## config.mk

```make
export PLATFORM = sky130hd
export DESIGN_NAME = r24_status_top
export DESIGN_NICKNAME = d
export VERILOG_FILES = /design/src/rtl/r24_status_pkg.sv /design/src/rtl/r24_status_top.sv /design/src/rtl/i2c_ioexp_writer.sv /design/src/rtl/ioexp_word_builder.sv /design/src/rtl/overrange_stretch.sv /design/src/rtl/apb_chan_regs.sv
export SDC_FILE = /design/constraint.sdc
export NUM_CORES = 1
export LEC_CHECK = 0
export BUFFER_PORTS_ARGS = -buffer_cell sky130_fd_sc_hd__clkbuf_2
export CAP_MARGIN = 20
export CORE_MARGIN = 2
export CORE_UTILIZATION = 53
export CTS_CLUSTER_SIZE = 24
export DETAILED_ROUTE_END_ITERATION = 8
export MAX_ROUTING_LAYER = met4
export PLACE_DENSITY = 0.9
export REMOVE_ABC_BUFFERS = 1
export SLEW_MARGIN = 0
export SYNTH_ARGS = -nofsm -noshare
export SYNTH_HDL_FRONTEND = slang
export SYNTH_SLANG_ARGS = --single-unit
```

## constraint.sdc

```tcl
create_clock -name clk -period 3.05 [get_ports clk]
set_clock_uncertainty 0.05 [all_clocks]
set_input_delay 0.1525 -clock clk [delete_from_list [all_inputs] [get_ports clk]]
set_output_delay 0.1525 -clock clk [all_outputs]
set_load 0.02 [all_outputs]
```

## src/rtl/r24_status_pkg.sv

```systemverilog
`default_nettype none

package r24_status_pkg;

    ////////////////////////////////////////////////////////////////////////////
    // APB request and channel settings
    ////////////////////////////////////////////////////////////////////////////

    typedef struct packed {
        logic        psel;
        logic        penable;
        logic        pwrite;
        logic [31:0] paddr;
        logic [31:0] pwdata;
    } apb_req_t;

    // Front-end settings of one ADC input
    typedef struct packed {
        logic [1:0] att;     // Attenuator steps
        logic       amp_en;  // Input amplifier on
        logic [2:0] led;     // Red, green, blue
    } chan_cfg_t;

    localparam logic [19:0] REGS_PAGE  = 20'h43C04;
    localparam logic [11:0] INA_OFFSET = 12'h000;
    localparam logic [11:0] INB_OFFSET = 12'h004;

    // Output port 0, expander auto-increments into port 1
    localparam logic [7:0] IOEXP_CMD_OUT0 = 8'h02;

    ////////////////////////////////////////////////////////////////////////////
    // Expander word, seen as raw ports or as pins
    ////////////////////////////////////////////////////////////////////////////

    typedef struct packed {
        logic [7:0] port1;
        logic [7:0] port0;
    } ioexp_ports_t;

    // LED pins are active low
    typedef struct packed {
        logic       led_com_a;   // P1.7
        logic       ina_red_n;
        logic       inb_red_n;
        logic       led_com_b;   // P1.4
        logic       inb_green_n;
        logic       inb_blue_n;
        logic       ina_green_n;
        logic       ina_blue_n;
        logic       p0_spare7;
        logic       ina_amp_en;
        logic [1:0] ina_att_n;
        logic       p0_spare3;
        logic       inb_amp_en;
        logic [1:0] inb_att_n;
    } ioexp_fields_t;

    typedef union packed {
        ioexp_ports_t  ports;
        ioexp_fields_t fields;
    } ioexp_word_u;

endpackage

`default_nettype wire
```

## src/rtl/r24_status_top.sv

```systemverilog
`default_nettype none

module r24_status_top #(
    parameter int         HOLD_CYCLES    = 16,
    parameter int         QUARTER_CYCLES = 4,
    parameter logic [6:0] DEV_ADDR       = 7'h20
) (
    input  logic                     clk,
    input  logic                     reset_i,
    input  r24_status_pkg::apb_req_t apb_req_i,
    output logic [31:0]              prdata_o,
    input  logic [1:0]               dor_i,
    output logic                     ioexp_sclk_o,
    output logic                     ioexp_sdata_o
);
    import r24_status_pkg::*;

    chan_cfg_t   ina_cfg;
    chan_cfg_t   inb_cfg;
    logic [1:0]  dor_hold;
    ioexp_word_u word;
    logic        word_stb;

    ////////////////////////////////////////////////////////////////////////////
    // Settings and overrange into the expander word
    ////////////////////////////////////////////////////////////////////////////

    apb_chan_regs regs_inst (
        .clk       (clk),
        .reset_i   (reset_i),
        .apb_req_i (apb_req_i),
        .prdata_o  (prdata_o),
        .ina_cfg_o (ina_cfg),
        .inb_cfg_o (inb_cfg)
    );

    overrange_stretch #(.HOLD_CYCLES(HOLD_CYCLES)) stretch_inst (
        .clk        (clk),
        .reset_i    (reset_i),
        .dor_i      (dor_i),
        .dor_hold_o (dor_hold)
    );

    ioexp_word_builder builder_inst (
        .clk        (clk),
        .reset_i    (reset_i),
        .ina_cfg_i  (ina_cfg),
        .inb_cfg_i  (inb_cfg),
        .dor_hold_i (dor_hold),
        .word_o     (word),
        .word_stb_o (word_stb)
    );

    // Expander lines
    i2c_ioexp_writer #(
        .QUARTER_CYCLES (QUARTER_CYCLES),
        .DEV_ADDR       (DEV_ADDR)
    ) writer_inst (
        .clk        (clk),
        .reset_i    (reset_i),
        .word_i     (word),
        .word_stb_i (word_stb),
        .sclk_o     (ioexp_sclk_o),
        .sdata_o    (ioexp_sdata_o)
    );

endmodule

`default_nettype wire

```

## src/rtl/i2c_ioexp_writer.sv

```systemverilog
`default_nettype none

module i2c_ioexp_writer #(
    parameter int         QUARTER_CYCLES = 4,
    parameter logic [6:0] DEV_ADDR       = 7'h20
) (
    input  logic                        clk,
    input  logic                        reset_i,
    input  r24_status_pkg::ioexp_word_u word_i,
    input  logic                        word_stb_i,
    output logic                        sclk_o,
    output logic                        sdata_o
);
    import r24_status_pkg::*;

    localparam int QW = (QUARTER_CYCLES > 1) ? $clog2(QUARTER_CYCLES) : 1;

    typedef enum logic [2:0] {ST_IDLE, ST_START, ST_BIT, ST_ACK, ST_STOP} phase_t;

    phase_t        phase;
    logic [QW-1:0] qcnt;         // Clocks within a quarter
    logic [1:0]    qtr;          // Quarter within a phase
    logic [2:0]    bit_cnt;
    logic [1:0]    byte_cnt;
    logic [7:0]    shreg;
    logic [7:0]    next_byte;
    ioexp_word_u   word_cur;     // Word of the frame on the wire
    ioexp_word_u   pend_word;
    logic          pend_vld;
    logic          qtick;
    logic          phase_end;
    logic          launch;
    logic          scl_d;
    logic          sda_d;

    assign qtick     = (phase != ST_IDLE) && (qcnt == QW'(QUARTER_CYCLES - 1));
    assign phase_end = qtick && (qtr == 2'd3);

    // New frame from idle, or straight after a stop when a word waits
    assign launch = (word_stb_i || pend_vld) &&
                    ((phase == ST_IDLE) || ((phase == ST_STOP) && phase_end));

    // Byte after the one just sent
    always_comb begin
        case (byte_cnt)
            2'd0:    next_byte = IOEXP_CMD_OUT0;
            2'd1:    next_byte = word_cur.ports.port0;
            default: next_byte = word_cur.ports.port1;
        endcase
    end

    ////////////////////////////////////////////////////////////////////////////
    // Phase FSM and counters
    ////////////////////////////////////////////////////////////////////////////

    always_ff @(posedge clk) begin
        if (reset_i) begin
            phase    <= ST_IDLE;
            qcnt     <= '0;
            qtr      <= '0;
            bit_cnt  <= '0;
            byte_cnt <= '0;
            pend_vld <= 1'b0;
        end else begin
            if (qtick) begin
                qcnt <= '0;
                qtr  <= qtr + 2'd1;
            end else if (phase != ST_IDLE) begin
                qcnt <= qcnt + QW'(1);
            end
            if (launch) begin
                phase <= ST_START;
                qcnt  <= '0;
                qtr   <= '0;
            end else if (phase_end) begin
                case (phase)
                    ST_START: begin
                        phase    <= ST_BIT;
                        bit_cnt  <= '0;
                        byte_cnt <= '0;
                    end
                    ST_BIT: begin
                        if (bit_cnt == 3'd7) phase <= ST_ACK;
                        else bit_cnt <= bit_cnt + 3'd1;
                    end
                    ST_ACK: begin
                        if (byte_cnt == 2'd3) begin
                            phase <= ST_STOP;               // Port 1 was last
                        end else begin
                            phase    <= ST_BIT;
                            bit_cnt  <= '0;
                            byte_cnt <= byte_cnt + 2'd1;
                        end
                    end
                    default: phase <= ST_IDLE;              // Stop done
                endcase
            end
            // Pending slot, newest word wins
            if (launch) pend_vld <= 1'b0;
            else if (word_stb_i) pend_vld <= 1'b1;
        end
    end

    always_ff @(posedge clk) begin
        if (launch) word_cur <= word_stb_i ? word_i : pend_word;
        if (word_stb_i) pend_word <= word_i;
        if (phase_end) begin
            case (phase)
                ST_START: shreg <= {DEV_ADDR, 1'b0};        // Write bit
                ST_BIT:   shreg <= {shreg[6:0], 1'b1};      // MSB first
                ST_ACK:   shreg <= next_byte;
                default:  shreg <= shreg;
            endcase
        end
    end

    ////////////////////////////////////////////////////////////////////////////
    // Line levels per quarter
    ////////////////////////////////////////////////////////////////////////////

    always_comb begin
        scl_d = 1'b1;
        sda_d = 1'b1;
        case (phase)
            ST_START: begin
                scl_d = (qtr != 2'd3);
                sda_d = (qtr < 2'd2);                        // Falls with SCL high
            end
            ST_BIT: begin
                scl_d = (qtr == 2'd1) || (qtr == 2'd2);
                sda_d = shreg[7];
            end
            ST_ACK:  scl_d = (qtr == 2'd1) || (qtr == 2'd2); // SDA left high
            ST_STOP: begin
                scl_d = (qtr != 2'd0);
                sda_d = (qtr >= 2'd2);                       // Rises with SCL high
            end
            default: ;
        endcase
    end

    always_ff @(posedge clk) begin
        if (reset_i) begin
            sclk_o  <= 1'b1;
            sdata_o <= 1'b1;
        end else begin
            sclk_o  <= scl_d;
            sdata_o <= sda_d;
        end
    end

    // Lines trail the phase by one clock
    sda_stable_while_scl_high: assert property (
        @(posedge clk) disable iff (reset_i)
        (sclk_o && $past(sclk_o) && ($past(phase) != ST_START) && ($past(phase) != ST_STOP))
        |-> $stable(sdata_o)
    );

endmodule

`default_nettype wire

```

## src/rtl/ioexp_word_builder.sv

```systemverilog
`default_nettype none

module ioexp_word_builder (
    input  logic                        clk,
    input  logic                        reset_i,
    input  r24_status_pkg::chan_cfg_t   ina_cfg_i,
    input  r24_status_pkg::chan_cfg_t   inb_cfg_i,
    input  logic [1:0]                  dor_hold_i,
    output r24_status_pkg::ioexp_word_u word_o,
    output logic                        word_stb_o
);
    import r24_status_pkg::*;

    ioexp_word_u word_next;
    ioexp_word_u word_q;
    logic        word_stb_q;

    ////////////////////////////////////////////////////////////////////////////
    // Pin mapping, LEDs on when low
    ////////////////////////////////////////////////////////////////////////////

    always_comb begin
        // Port 1, overrange lights red and blanks green and blue
        word_next.fields.led_com_a   = 1'b0;
        word_next.fields.ina_red_n   = ~(dor_hold_i[0] | ina_cfg_i.led[2]);
        word_next.fields.inb_red_n   = ~(dor_hold_i[1] | inb_cfg_i.led[2]);
        word_next.fields.led_com_b   = 1'b0;
        word_next.fields.inb_green_n = ~inb_cfg_i.led[1] | dor_hold_i[1];
        word_next.fields.inb_blue_n  = ~inb_cfg_i.led[0] | dor_hold_i[1];
        word_next.fields.ina_green_n = ~ina_cfg_i.led[1] | dor_hold_i[0];
        word_next.fields.ina_blue_n  = ~ina_cfg_i.led[0] | dor_hold_i[0];
        // Port 0, attenuator pins inverted
        word_next.fields.p0_spare7   = 1'b0;
        word_next.fields.ina_amp_en  = ina_cfg_i.amp_en;
        word_next.fields.ina_att_n   = ~ina_cfg_i.att;
        word_next.fields.p0_spare3   = 1'b0;
        word_next.fields.inb_amp_en  = inb_cfg_i.amp_en;
        word_next.fields.inb_att_n   = ~inb_cfg_i.att;
    end

    // All ones never matches a real word, so the default goes out after reset
    always_ff @(posedge clk) begin
        if (reset_i) begin
            word_q     <= '1;
            word_stb_q <= 1'b0;
        end else begin
            word_q     <= word_next;
            word_stb_q <= (word_next != word_q);  // Change detect
        end
    end

    assign word_o     = word_q;
    assign word_stb_o = word_stb_q;

endmodule

`default_nettype wire

```

## src/rtl/overrange_stretch.sv

```systemverilog
`default_nettype none

module overrange_stretch #(
    parameter int HOLD_CYCLES = 16
) (
    input  logic       clk,
    input  logic       reset_i,
    input  logic [1:0] dor_i,        // Bit 0 is channel A
    output logic [1:0] dor_hold_o
);

    // Counter must hold the reload value itself
    localparam int CW = $clog2(HOLD_CYCLES + 1);

    logic [CW-1:0] hold_cnt [2];

    ////////////////////////////////////////////////////////////////////////////
    // One down-counter per channel
    ////////////////////////////////////////////////////////////////////////////

    always_ff @(posedge clk) begin
        if (reset_i) begin
            hold_cnt[0] <= '0;
            hold_cnt[1] <= '0;
        end else begin
            for (int ch = 0; ch < 2; ch++) begin
                if (dor_i[ch]) begin
                    hold_cnt[ch] <= CW'(HOLD_CYCLES);     // Reload while overrange
                end else if (hold_cnt[ch] != '0) begin
                    hold_cnt[ch] <= hold_cnt[ch] - CW'(1);
                end
            end
        end
    end

    // Live flag plus tail
    assign dor_hold_o[0] = dor_i[0] || (hold_cnt[0] != '0);
    assign dor_hold_o[1] = dor_i[1] || (hold_cnt[1] != '0);

endmodule

`default_nettype wire

```

## src/rtl/apb_chan_regs.sv

```systemverilog
`default_nettype none

module apb_chan_regs (
    input  logic                      clk,
    input  logic                      reset_i,
    input  r24_status_pkg::apb_req_t  apb_req_i,
    output logic [31:0]               prdata_o,
    output r24_status_pkg::chan_cfg_t ina_cfg_o,
    output r24_status_pkg::chan_cfg_t inb_cfg_o
);
    import r24_status_pkg::*;

    logic      page_hit;
    logic      sel_ina;
    logic      sel_inb;
    logic      wr_en;
    logic      rd_en;
    chan_cfg_t ina_cfg_q;
    chan_cfg_t inb_cfg_q;
    chan_cfg_t wr_cfg;
    chan_cfg_t rd_cfg;

    ////////////////////////////////////////////////////////////////////////////
    // Address decode
    ////////////////////////////////////////////////////////////////////////////

    assign page_hit = (apb_req_i.paddr[31:12] == REGS_PAGE);
    assign sel_ina  = page_hit && (apb_req_i.paddr[11:0] == INA_OFFSET);
    assign sel_inb  = page_hit && (apb_req_i.paddr[11:0] == INB_OFFSET);

    // Access phase only, no wait states
    assign wr_en = apb_req_i.psel && apb_req_i.penable && apb_req_i.pwrite;
    assign rd_en = apb_req_i.psel && apb_req_i.penable && !apb_req_i.pwrite;

    // Bus layout 6:4 led, 2 amp_en, 1:0 att
    assign wr_cfg = {apb_req_i.pwdata[1:0], apb_req_i.pwdata[2], apb_req_i.pwdata[6:4]};

    always_ff @(posedge clk) begin
        if (reset_i) begin
            ina_cfg_q <= '0;
            inb_cfg_q <= '0;
        end else if (wr_en) begin
            if (sel_ina) ina_cfg_q <= wr_cfg;
            if (sel_inb) inb_cfg_q <= wr_cfg;
        end
    end

    ////////////////////////////////////////////////////////////////////////////
    // Readback
    ////////////////////////////////////////////////////////////////////////////

    assign rd_cfg = sel_ina ? ina_cfg_q : inb_cfg_q;

    always_comb begin
        prdata_o = '0;                       // Unmapped reads give zero
        if (rd_en && (sel_ina || sel_inb)) begin
            prdata_o[6:4] = rd_cfg.led;
            prdata_o[2]   = rd_cfg.amp_en;
            prdata_o[1:0] = rd_cfg.att;
        end
    end

    assign ina_cfg_o = ina_cfg_q;
    assign inb_cfg_o = inb_cfg_q;

    // Access phase must follow a setup phase
    apb_setup_before_access: assert property (
        @(posedge clk) disable iff (reset_i)
        (apb_req_i.psel && apb_req_i.penable) |-> $past(apb_req_i.psel)
    );

endmodule

`default_nettype wire

```

## After elaboration in Yosys (flattened, before gate mapping)

Memories as Yosys holds them, arrays and structs flattened.
Cells that the tools add are included.

| storage, ports and cells | value |
|---|---|
| register bits | 84 |
| RAM bits | 10 |
| output and inout port bits | 34 |
| memories | 1 |

Memories:

| memory | depth | bits a word | rd ports | clocked after memory_dff | write ports | line | RTL |
|---|---|---|---|---|---|---|---|
| stretch_inst.hold_cnt | 2 | 5 | 2 | 0 | 2 | overrange_stretch.sv:15 | `logic [CW-1:0] hold_cnt [2];` |

| cells by class | value |
|---|---|
| mux-type cells | 39 |
| $add $sub $neg | 6 |
| bitwise gates (word level) | 19 |
| magnitude comparators | 2 |
| eq/ne operators | 19 |
| reductions and logical operators | 37 |

Operators by type and width:

| kind | count |
|---|---|
| 16-bit two-way mux | 2 |
| 8-bit one-hot mux with 3 select lines | 1 |
| 20-bit by 19-bit == test with 1-bit output (second input constant) | 1 |
| 5-bit two-way mux | 4 |
| 1-bit two-way mux | 18 |
| 3-bit two-way mux | 6 |
| 3-bit one-hot mux with 3 select lines | 2 |
| 15-bit by 16-bit inequality test with 1-bit output | 1 |
| 8-bit one-hot mux with 2 select lines | 1 |
| 12-bit by 3-bit == test with 1-bit output (second input constant) | 1 |
| 12-bit zero test | 1 |
| 1-bit logical AND | 10 |
| 1-bit OR | 10 |
| 2-bit AND reduction | 5 |
| 5-bit nonzero test | 2 |
| 5-bit by 1-bit subtractor with 5-bit output (second input constant) | 2 |
| 2-bit == test (second input constant) | 4 |
| 1-bit inverter | 7 |
| 2-bit by 1-bit adder with 2-bit output (second input constant) | 3 |
| 3-bit by 2-bit == test with 1-bit output (second input constant) | 2 |
| 3-bit == test (second input constant) | 2 |
| 1-bit logical OR | 6 |
| 6-bit two-way mux | 1 |
| 2-bit inequality test (second input constant) | 3 |
| 20 further kinds | 27 |

## Depth between registers and ports, before layout

| logic depth | value |
|---|---|
| depth after elaboration | 8 |
| gate-level depth with buffers | 7 |
| gate-level depth less buffers | 7 |

## By module

Synthesis repeated with hierarchy kept, for this count alone.

| second synthesis, totals | value |
|---|---|
| cell total of the unflattened synthesis | 394 |
| area total of the unflattened synthesis | 4391.7 um^2 |

By module, submodules not included:

| module | cells an instance | area each (um^2) | seq. area each (um^2) | instances |
|---|---|---|---|---|
| i2c_ioexp_writer | 189 | 2277.2 | 1341.3 | 1 |
| apb_chan_regs | 100 | 1014.7 | 240.2 | 1 |
| ioexp_word_builder | 56 | 569.3 | 280.3 | 1 |
| overrange_stretch | 49 | 530.5 | 300.3 | 1 |

## Worst setup path before layout

OpenSTA, ideal clock, no wires.

| timing | value |
|---|---|
| kind | reg-to-reg |
| from | reg writer_inst.qcnt[0] |
| to | reg writer_inst.phase[1] |
| setup time | 122 ps |
| cell stages (with the launch flop) | 8 |
| setup slack | 294 ps |
| arrival time | 2583 ps |
| data required time | 2878 ps |
| path through | dfxtp_1 ha_1 nand2_1 a21o_1 nor3_1 or2_2 clkbuf_1 nor2_1 |

| on the way | value |
|---|---|
| word-level cells in the longest chain between the ends | 7 |
| elaborated cells on any way between the ends | 8 |
| those cells by class | 1 x eq/ne; 7 x reduce/logical |

RTL lines:

| item | line | RTL |
|---|---|---|
| start: declaration | i2c_ioexp_writer.sv:21 | `logic [QW-1:0] qcnt;` |
| start signal: assignment | i2c_ioexp_writer.sv:69 | `qcnt <= qcnt + QW'(1);` |
| 2-bit == test | i2c_ioexp_writer.sv:36 | `assign qtick = (phase != ST_IDLE) && (qcnt == QW'(QUARTER_CYCLES - 1));` |
| 1-bit logical AND | i2c_ioexp_writer.sv:36 |  |
| 1-bit logical AND | i2c_ioexp_writer.sv:37 | `assign phase_end = qtick && (qtr == 2'd3);` |
| 1-bit logical AND | i2c_ioexp_writer.sv:41 | `((phase == ST_IDLE) \|\| ((phase == ST_STOP) && phase_end));` |
| 1-bit logical OR | i2c_ioexp_writer.sv:41 |  |
| 1-bit logical AND | i2c_ioexp_writer.sv:40 | `assign launch = (word_stb_i \|\| pend_vld) &&` |
| net writer_inst.launch | i2c_ioexp_writer.sv:32 | `logic launch;` |
| 2-bit OR reduction (no source line) | - |  |
| end signal: assignment | i2c_ioexp_writer.sv:58 | `phase <= ST_IDLE;` |
| end signal: assignment | i2c_ioexp_writer.sv:72 | `phase <= ST_START;` |
| end signal: assignment | i2c_ioexp_writer.sv:78 | `phase <= ST_BIT;` |
| end: declaration | i2c_ioexp_writer.sv:20 | `phase_t phase;` |

The timed path passes the listed nets, and every way through them passes these cells.
A chain may end at the register's enable or synchronous reset.

==> impl_metrics.py <==
metrics = {
    "floorplan": {
        "ios": 105,
        "rows": 32,
        "die_area_mm2": 0.008599,
        "die_h_um": 92.73,
        "fp.coreArea_mm2": 0.007687,
        "die_w_um": 92.73,
        "start_util": 0.5428,
    },
    "cts": {
        "htreeDepth": 3,
        "clockBufferDepth": 2,
        "clock_insertion_delay_worst_skew_ns": 0.36,
        "cts.sinks": 91,
        "clkTransAtPathRegs_ns": 0.09,
        "holdBufCountCts": 4,
        "cts_resized": 0,
        "post_cts_buffers": 0,
        "tritoncts": "built",
        "root_buffer": "clkbuf_8",
        "numCtsBuffers": 9,
    },
    "power": {
        "powerDensity_mw_per_mm2": 585.8,
        "vdd_ir_drop_max_mv": 0.3551,
        "leakagePower_nw": 1.875,
        "finalPower_mw": 2.718,
    },
    "synth": {
        "synth_top_cell_by_area": "dfxtp_1",
        "synth_cells": 396,
        "synth_simple_gate_area_frac": 0.1748,
        "synth_adder_area_share": 0.03898,
        "async_flop_share": 0,
        "yosysSeqAreaShare": 0.5181,
        "synth_cell_type_count": 46,
        "synth_top_area_share": 0.2735,
        "yosysMostFrequentCell": "nor2_1",
        "yosys_most_used_dff": "dfxtp_1",
        "synth_top_family_by_area": "simple AND/OR/NAND/NOR gates",
        "syn_avg_cell_area_um2": 10.54,
        "ys_seq_elements": 91,
        "synth-xor-area-share": 0.03358,
        "yosysWarnings": 0,
        "muxShareOfSynthArea": 0.08276,
        "synth_edf_count": 34,
        "synth_common_cells": "62 x nor2_1, 57 x dfxtp_1, 34 x edfxtp_1",
        "synth-compound-area-share": 0.07346,
        "synth_area_mm2": 0.004173,
        "synthTopCellsByArea": "dfxtp_1 27%, edfxtp_1 24%, nor2_1 5.6%, mux2i_1 5.0%, buf_4 4.7%",
    },
    "placement": {
        "placedCellCount": 536,
        "detailedPlace.worstSlack_ns": 0.9950,
        "place_congestion": 0.8194,
        "dpl.hpwl_um": 5487,
        "io_buffers": 52,
    },
    "setup_path": {
        "cp.arrival_ns": 2.07,
        "worstPathMaxFanout": 5,
        "startpoint_type": "register",
        "required_ns": 3.11,
        "crit_type": "register to register",
        "end_kind": "register",
    },
    "global_routing": {
        "grt_pass1_vias": 2890,
        "grtUsageTotal": 0.1853,
        "grt_pass1_wl_um": 12340,
        "grt_antenna_before_repair": 0,
        "overflow": 0,
        "grt_max_degree": 37,
    },
    "route": {
        "drtAntennaViolNets": 0,
        "wl_per_cell_um": 13.44,
        "firstDrtPassIters": 4,
        "drc": 0,
        "wl_um": 7473,
        "routed_via_density": 5.234,
        "vias": 2910,
        "drtIter0Drc": 109,
    },
    "timing": {
        "hold_viol": 0,
        "slew_headroom": 0.5409,
        "worstMarginPinSlew_ns": 0.6791,
        "min_period_ns": 2.018,
        "slew_viol_final": 0,
        "final.setup.worst_slack_ns": 1.032,
        "clock.fmax_ghz": 0.4956,
        "finalSetupTns_ns": 0,
        "setup_viol": 0,
        "rsz0062_at_grt": "no",
        "finalCritPeriodShare": 0.6615,
    },
    "worst_hold_path": {
        "holdCritPathClass": "input port to register",
    },
    "cells_and_area": {
        "final_util": 0.6035,
        "nets": 533,
        "fin_cells": 556,
        "antenna_cells": 0,
        "drive_above_1_share": 0.2093,
        "synthToLayoutAreaGrowth_pct": 11.18,
    },
    "run_status": {
        "status": "finished clean",
    },
    "job": {
        "drv_cap": 0,
    },
}
placed cells by master, fill, tap and decap left out, types with 3 or more instances in the layout:
cell           count
clkbuf_8          10
nand4_1            5
mux2i_1           21
o21bai_1           5
buf_4              4
o21ai_0            9
a22oi_1            8
a21oi_1           12
dfxtp_1           57
inv_1             15
nor2b_1            5
nand3_1            3
ha_1              13
nor4_1             3
nor3b_1            5
nor2_1            62
mux2_2            12
dlygate4sd3_1      4
nand2_1           15
nor4b_1            4
edfxtp_1          34
conb_1            26
xor2_1             4
nor3_1             7
xnor2_1           12
clkbuf_2          52
or2_2              4
nand2b_1           8
a211oi_1           6
logic make-up (layout without fill, tap and decap cells):
group,count (synthesis),count (layout)
xor gates and xnor gates,16,16
and+or+nand+nor,136,136
other,1,26
adders and majority gates,13,13
muxes,33,33
DFF,91,91
buffers and inverters,58,91
AOI/OAI and AO/OA,48,48
metrics by stage:
step	hold WS [ns]	cell area, um^2
after CTS	0.0001615	4639
after global routing	0.02327	4639
after floorplan	0.1302	4000
after detailed placement	0.3595	4423
after global placement	0.3529	4423
final	0.006039	4639
path summary, 6_finish.rpt:
kind / startpoint / endpoint / slack (ns) / depth (start not counted)
worst max-delay path: stretch_inst.hold_cnt[1][0] / stretch_inst.hold_cnt[1][0] / 1.03 / 6
worst min-delay path: apb_req_i[6] / regs_inst.inb_cfg_o[2] / 0.006 / 3
worst max register to register: stretch_inst.hold_cnt[1][0] / stretch_inst.hold_cnt[1][0] / 1.03 / 6
worst min register to register: regs_inst.inb_cfg_o[0] / builder_inst.word_o[10] / 0.38 / 1
layout make-up:
cell class              instances  area [um^2]
fillers                       625         3048
flip-flops and latches         91         2162
multi-input cells             272         1787
repair buffers                 60        330.3
clock buffers                  11        141.4
well taps                     102        127.6
inverters                      15        56.30
clock inverters                 5        35.03
per-layer routing:
layer  part of all wire  vias up  track usage
met3              0.046       14      0.03906
met1               0.43     1365       0.2072
met5                  0        -            -
met4              0.019        0      0.07353
li1                   -     1435            -
met2               0.51       96       0.3248
critical path: stages, from the launching register on:
cell	delay (ns)
edfxtp_1	0.42
inv_1	0.10
ha_1	0.14
nor4b_1	0.46
nand2_1	0.22
nor2_1	0.20
inv_1	0.15
sequential cells by signal (all words and copies together), names as in the netlist, 6 cells and up:
signal / count
writer_inst.word_cur: 16
regs_inst.inb_cfg_o: 6
writer_inst.pend_word: 16
stretch_inst.hold_cnt: 10
writer_inst.shreg: 8
builder_inst.word_o: 13
regs_inst.ina_cfg_o: 6
where the power goes:
group          total, mW  internal, mW  switching (mW)
Clock              0.741         0.321           0.421
Sequential          1.48          1.40          0.0775
Combinational      0.500         0.225           0.275
Total               2.72          1.94           0.773
No activity file was read; power rests on OpenSTA's default activity.
